===== src/common/istream_consts.svh =====
// Buffer sizing constants; the block queue needs a power-of-two set count of at least 2

`ifndef ISTREAM_CONSTS_SVH
`define ISTREAM_CONSTS_SVH

// ----------------------------------------------------------------------------
// Fetch block geometry

// 2-byte parcels in one 16-byte fetch block
`define ISTREAM_PARCELS 8

// ----------------------------------------------------------------------------
// Dequeue side

// Most instructions handed to decode per cycle
`define ISTREAM_WAYS 4

// ----------------------------------------------------------------------------
// Storage and reset state

// Default block capacity of the queue
`define ISTREAM_SETS_DEFAULT 8

// Dequeue PC out of reset
`define ISTREAM_INIT_PC 32'h0000_0000

`endif


===== src/common/istream_pkg.sv =====
// Instruction stream buffer types; block and way layouts follow the widths in istream_consts.svh

`default_nettype none

`include "istream_consts.svh"

package istream_pkg;

	// ------------------------------------------------------------------------
	// Fetch side

	// One 16-bit instruction parcel
	typedef logic [15:0] parcel_t;

	// 16-byte block as pushed by fetch, parcel 0 at the lowest address
	typedef struct packed {
		logic [`ISTREAM_PARCELS-1:0]    valid;
		logic [`ISTREAM_PARCELS-1:0]    redirect;
		parcel_t [`ISTREAM_PARCELS-1:0] parcels;
		logic [31:0]                    start_pc;
		logic                           page_fault;
		logic                           access_fault;
	} fetch_block_t;

	// ------------------------------------------------------------------------
	// Decode side

	// Parcel view, lo is the parcel at the lower address
	typedef struct packed {
		parcel_t hi;
		parcel_t lo;
	} istream_halves_t;

	// Built parcel by parcel by the aligner, read whole by decode
	typedef union packed {
		logic [31:0]     word;
		istream_halves_t half;
	} istream_instr_u;

	typedef struct packed {
		logic           valid;
		logic           uncompressed;
		istream_instr_u instr;
		logic [31:0]    pc;
		logic           page_fault;
		logic           access_fault;
		// Taken from the last parcel of the instruction
		logic           redirect;
	} istream_way_t;

	// Way 0 is the oldest instruction
	typedef struct packed {
		logic                             valid;
		istream_way_t [`ISTREAM_WAYS-1:0] ways;
	} istream_deq_t;

endpackage

`default_nettype wire


===== src/istream/istream_block_queue.sv =====
// Circular fetch block store; ISTREAM_SETS must be a power of two of 2 or more, stall only when full

`default_nettype none

`include "istream_consts.svh"

module istream_block_queue #(
	parameter int ISTREAM_SETS = `ISTREAM_SETS_DEFAULT
) (
	input  logic                      CLK,
	input  logic                      nRST,

	// Fetch side
	input  logic                      enq_valid,
	input  istream_pkg::fetch_block_t enq_block,
	output logic                      enq_stall,

	// Aligner side
	input  logic                      pop_head,
	output istream_pkg::fetch_block_t head_block,
	output logic                      head_present,
	output istream_pkg::fetch_block_t next_block,
	output logic                      next_present,

	input  logic                      restart
);

	import istream_pkg::*;

	localparam int PTR_W = $clog2(ISTREAM_SETS);
	localparam int CNT_W = PTR_W + 1;

	// ------------------------------------------------------------------------
	// Storage and pointers

	fetch_block_t     blocks [ISTREAM_SETS];

	logic [PTR_W-1:0] head_ptr;
	logic [PTR_W-1:0] tail_ptr;
	logic [PTR_W-1:0] next_ptr;
	logic [CNT_W-1:0] count;

	logic             do_enq;
	logic             do_pop;

	// ------------------------------------------------------------------------
	// Handshake

	// Stall depends on occupancy only, a same-cycle pop does not free a slot
	assign enq_stall = (count == CNT_W'(ISTREAM_SETS));

	// A block arriving with restart is dropped
	assign do_enq = enq_valid && !enq_stall && !restart;
	assign do_pop = pop_head && head_present && !restart;

	// ------------------------------------------------------------------------
	// Read ports

	// Pointer width wraps naturally for a power-of-two depth
	assign next_ptr = head_ptr + 1'b1;

	assign head_present = (count != '0);
	assign next_present = (count > CNT_W'(1));

	assign head_block = blocks[head_ptr];
	assign next_block = blocks[next_ptr];

	// ------------------------------------------------------------------------
	// Block payload

	always_ff @(posedge CLK) begin
		if (do_enq) begin
			blocks[tail_ptr] <= enq_block;
		end
	end

	// ------------------------------------------------------------------------
	// Occupancy

	always_ff @(posedge CLK, negedge nRST) begin
		if (!nRST) begin
			head_ptr <= '0;
			tail_ptr <= '0;
			count    <= '0;
		end else if (restart) begin
			// Flush everything, including the block offered this cycle
			head_ptr <= '0;
			tail_ptr <= '0;
			count    <= '0;
		end else begin
			if (do_enq) begin
				tail_ptr <= tail_ptr + 1'b1;
			end
			if (do_pop) begin
				head_ptr <= head_ptr + 1'b1;
			end

			// Enqueue and pop together leave the count unchanged
			case ({do_enq, do_pop})
				2'b10:   count <= count + 1'b1;
				2'b01:   count <= count - 1'b1;
				default: count <= count;
			endcase
		end
	end

endmodule

`default_nettype wire


===== config.mk =====
export PLATFORM = sky130hd
export DESIGN_NAME = istream_block_queue
export DESIGN_NICKNAME = d
export VERILOG_FILES = /design/src/common/istream_pkg.sv /design/src/istream/istream_block_queue.sv
export VERILOG_INCLUDE_DIRS = /design/src /design/src/common
export SDC_FILE = /design/constraint.sdc
export NUM_CORES = 2
export LEC_CHECK = 0
export BUFFER_PORTS_ARGS = -buffer_cell sky130_fd_sc_hd__buf_2
export CORE_MARGIN = 2
export CORE_UTILIZATION = 50
export CTS_CLUSTER_DIAMETER = 50
export DETAILED_ROUTE_END_ITERATION = 10
export PLACE_DENSITY_LB_ADDON = 0.3
export SLEW_MARGIN = 20
export SYNTH_ARGS = -nofsm -noshare
export SYNTH_HDL_FRONTEND = slang
export SYNTH_SLANG_ARGS = --single-unit
export TNS_END_PERCENT = 50

===== constraint.sdc =====
create_clock -name CLK -period 30.6 [get_ports CLK]
set_input_delay 1.53 -clock CLK [delete_from_list [all_inputs] [get_ports CLK]]
set_output_delay 1.53 -clock CLK [all_outputs]
set_load 0.02 [all_outputs]

[Word-level counts from Yosys, hierarchy flattened]
Memory sizes are Yosys's and may differ from the RTL's.
Cells that the tools add are included.
Word-level totals
  register bits: 10
  input port bits: 183
  logic and storage cells: 30
  memories kept: 1
  output and inout port bits: 359
  RAM bits: 1424
Cells by class
  reduce and logical (&&, ||, !) cells: 10
  equality and inequality tests: 3
  $lt $le $gt $ge: 1
  add/subtract/negate cells: 4
  mux-type cells: 8
Memories
  blocks: words 8, width 178, read ports 2, clocked after Yosys merged registers in 0, wr ports 1, line istream_block_queue.sv:36  | fetch_block_t blocks [ISTREAM_SETS];
Operators by type and width (number)
  $mux W3: 4
  $pmux W4 S2: 1
  $add A3 B1 Y3 const B: 2
  $add A4 B1 Y4 const B: 1
  $eq A4 B4 Y1 const B: 1
  $gt A4 B1 Y1 const B: 1
  $logic_and A1 B1 Y1: 4
  $mux W4: 1
  $reduce_bool A2 Y1: 2
  $reduce_bool A4 Y1: 1
  $sub A4 B1 Y4 const B: 1
  $reduce_bool A3 Y1: 1
  $eq A2 B1 Y1 const B: 1
  $eq A2 B2 Y1 const B: 1
  $logic_not A1 Y1: 2
  $mux W1: 2

[Depth between registers and ports, before layout]
  depth after elaboration: 7
  gate-level depth with buffers: 7
  mapped depth without buffers: 6

[Least setup slack after synthesis]
Ideal clock, no wire load.
  path kind: input to register
  start point: in enq_valid
  end point: mem blocks[0][0] (netlist name), enable pin
  buffers on the path: 0
  cell stages on the path: 3
  library setup time: 0.934 ns
  arrival: 13.990 ns
  required time: 29.666 ns
  setup slack: 15.676 ns
  cell sequence: nand2_1 > or3_1 > nor3_1
On the way
  word-level cells in the longest chain between the ends: 4
RTL lines
  start: declaration: line istream_block_queue.sv:14  | input logic enq_valid,
  $logic_and A1 B1 Y1 (2 in a row): line istream_block_queue.sv:53  | assign do_enq = enq_valid && !enq_stall && !restart;
  $mux W1: line istream_block_queue.sv:72  | if (do_enq) begin
  $mux W1 (not written as such): line istream_block_queue.sv:73  | blocks[tail_ptr] <= enq_block;
  end: declaration: line istream_block_queue.sv:36
No other way between the ends.

==> results.md <==
- Gpl congestion: a little under 0.8
- Via count of the first global-routing pass: 35,380
- Crit path kind: flop to output port
- Mapped Cells: 2,769
- Multi-input gate area: slightly above 0.02 mm^2
- Outcome: finished clean
- Inst Count DP: just under 5,000
- Remaining Overflow, GRT: 0
- Place WS: 23.56 ns
- Number of gates resized after CTS: 0
- CP Capture Type: output port
- Hold Slack: 0.6045 ns
- Post-CTS Hold Fix Bufs: 0
- Slew @ Worst Pin: 1.156 ns
- Post-synthesis cell type count: 35
- Synth top area cells: edfxtp_1, mux4_2, mux2_2
- Sink count of the clock tree: approximately 1,400
- Routed Antenna Nets: 0
- Layout cells sized above 1: 0.5515
- Synth Area per Inst: roughly 23 um^2
- Yosys warns: 0
- Most common cell in the synthesized netlist: edfxtp_1
- Port Buffers: ~540
- Post-synthesis compound-gate area fraction: 0.0006966
- Initial antenna violation count: 37
- Post-route setup slack: approximately 23 ns
- Clock slew at reported path FFs: 0.06 ns
- Initial drt markers: a little under 3,000
- Post-Syn Area: ~0.065 mm^2
- Critical-path maximum fanout: between 70 and 80
- Area growth syn-to-layout: 14.85%
- Slew Limit Headroom: 0.2296
- Post-Synth Simple-Gate Area: 0.003115
- WL final: around 150 mm
- PwrDens: ~90 mW/mm^2
- WL/cell: 29.59 um
- Die area: 0.1322 mm^2
- Total vias in the final route: 32,825
- Clock H-tree levels: 4
- CTS tree: done
- Switching pwr: 2.084 mW
- Clock network fraction of design power: 0.288
- Sw Ratio: 0.3183
- Period minus WS final: around 7.8 ns
- Async SR Flop Fraction: 0.006974
- Max Clock Freq: about 130 MHz
- Top Ports: around 540
- Total CTS buffers: 162
- Vias per cell: roughly 6.3
- Initial Util: 0.5051
- Dominant synthesized flop cell: edfxtp_1
- Comb pwr share: 0.367
- Worst EP required: 29.07 ns
- Flop pwr share: 0.345
- Post-synth top area cell: edfxtp_1
- Pint: between 4 and 5 mW
- Post-Synth XOR/XNOR Area: 0.001142
- GRT Total Usage: 0.2335
- Unrepaired setup endpoints after global routing: false
- Setup Viol. Count Final: 0
- FF+latch area: around 0.043 mm^2
- Worst-Skew Late Latency: about 0.77 ns
- Die width: between 300 and 400 um
- Worst hold path class: flop to flop
- Arr. time, crit path: roughly 6.3 ns
- Max_cap viols: 0
- Nets: around 3,500
- Setup TNS: 0 ns
- FP Rows: ~130
- Worst setup SP type: flop
- # DRC: 0
- First-pass GRT wire length: ~230 mm
- CTS Buffer Depth: 3
- Seq/Total Area, Yosys: 0.6651
- Worst Clk Skew: ~0.029 ns
- Post-synth EDFFs: 1,424
- Most frequent cells after synthesis: edfxtp_1, mux4_2, mux2_2, buf_2, clkbuf_1
- Static Leak: 23.23 nW
- Final slew viol count: 0
- Final Hold Fails: 0
- Register bit count reported by yosys: ~1,400
- Final period utilization: 0.2562
- Core box area: roughly 0.13 mm^2
- Area share of fa/ha/maj cells after synthesis: 0.001161
- Mux contribution to synthesized area: 0.3105
- Mapped Nets: between 2,000 and 3,000
- Maximum vdd drop: ~0.074 mV
- Share of the synthesized area in the top cell type: 0.6613
- Largest net degree at the start of global routing: around 150
- FILL cells: roughly 9,000
- Drt first pass iters: 5
- Pwr Total: 6.548 mW
- Combinational family with the most area after synthesis: multiplexers
- Post-CTS setup buffers: 0
- Die Y: ~360 um
- HPWL after DPL: around 91 mm
- Final non-filler cell total: 5,206
- CTS root buf: clkbuf_16
## metal layers
| layer | track usage | routed length [um] |
|---|---|---|
| met1 | 0.2909 | 56450 |
| met2 | 0.4000 | 80260 |
| met3 | 0.05751 | 12250 |
| met4 | 0.08299 | 4961 |
| met5 | 0 | 123 |
## critical path, cell delays in order (launching register included)
cell and delay (ns):
dfrtp_4 0.93, ha_4 0.83, buf_4 1.01, buf_4 0.93, buf_4 0.77, mux4_2 0.41, mux2_2 0.32, buf_2 0.17
## layout by cell type (no fill, tap or decap), types with 8 or more instances in the layout
| cell | count |
|---|---|
| edfxtp_1 | 1424 |
| inv_6 | 8 |
| mux4_2 | 712 |
| clkinv_1 | 35 |
| buf_4 | 47 |
| diode_2 | 19 |
| clkinvlp_4 | 9 |
| nor2_1 | 8 |
| clkinv_2 | 16 |
| mux2_2 | 356 |
| buf_2 | 541 |
| clkbuf_1 | 30 |
| clkbuf_16 | 164 |
| bufinv_16 | 16 |
## path summary, 6_finish.rpt
check                                   startpoint                      end  slack, ns  cells past startpoint
setup / recovery           head_ptr[0]$_DFFE_PN0P_           next_block[67]      22.76                      7
hold / removal             tail_ptr[0]$_DFFE_PN0P_  tail_ptr[0]$_DFFE_PN0P_       0.60                      2
setup reg to reg              count[1]$_DFFE_PN0P_  blocks[3][62]$_DFFE_PP_      25.90                      8
hold reg to reg            tail_ptr[0]$_DFFE_PN0P_  tail_ptr[0]$_DFFE_PN0P_       0.60                      2
max in group asynchronous                     nRST  head_ptr[1]$_DFFE_PN0P_      29.71                      1
min in group asynchronous                     nRST  head_ptr[0]$_DFFE_PN0P_       0.63                      1
## cell type report
cell class / count / share of cell area
timing repair buffer: 597 / 0.04384
inverter: 3 / 0.0001516
clock inverter: 99 / 0.01344
multi-input combinational: 1131 / 0.2767
clock buffer: 194 / 0.05678
sequential: 1434 / 0.5793
antenna: 19 / 0.0006402
tap: 1729 / 0.02913
## per-stage QoR
step / instance area [um^2] / util
3_5_place_dp: 68950 / 0.5386
2_1_floorplan: 64660 / -
6_report: 74270 / 0.5802
3_3_place_gp: 68950 / 0.5386
4_1_cts: 74160 / 0.5794
5_1_grt: 74250 / 0.5800
## power by group through the flow
stage	Clock, mW	Sequential [mW]	Combinational [mW]
floorplan	0	2.29	1.82
global placement	0	2.29	2.36
finish	1.89	2.26	2.40
CTS	1.92	2.26	2.43
detailed placement	0	2.30	2.41
global route	2.00	2.26	2.54
## logic make-up (layout without fill, tap and decap cells)
family                     Yosys count  in the layout
xor gates and xnor gates             6              6
DFF                               1434           1434
AOI/OAI and AO/OA                    7              7
buffers and inverters              204            893
other                                0             19
adders and majority gates            6              6
and+or+nand+nor                     41             41
muxes                             1071           1071
## registers in the layout (all words and copies together), names as in the netlist
| signal | cells |
|---|---|
| tail_ptr | 3 |
| blocks | 1424 |
| head_ptr | 3 |
| count | 4 |
Note: power is estimated with default switching activity, not from simulation.
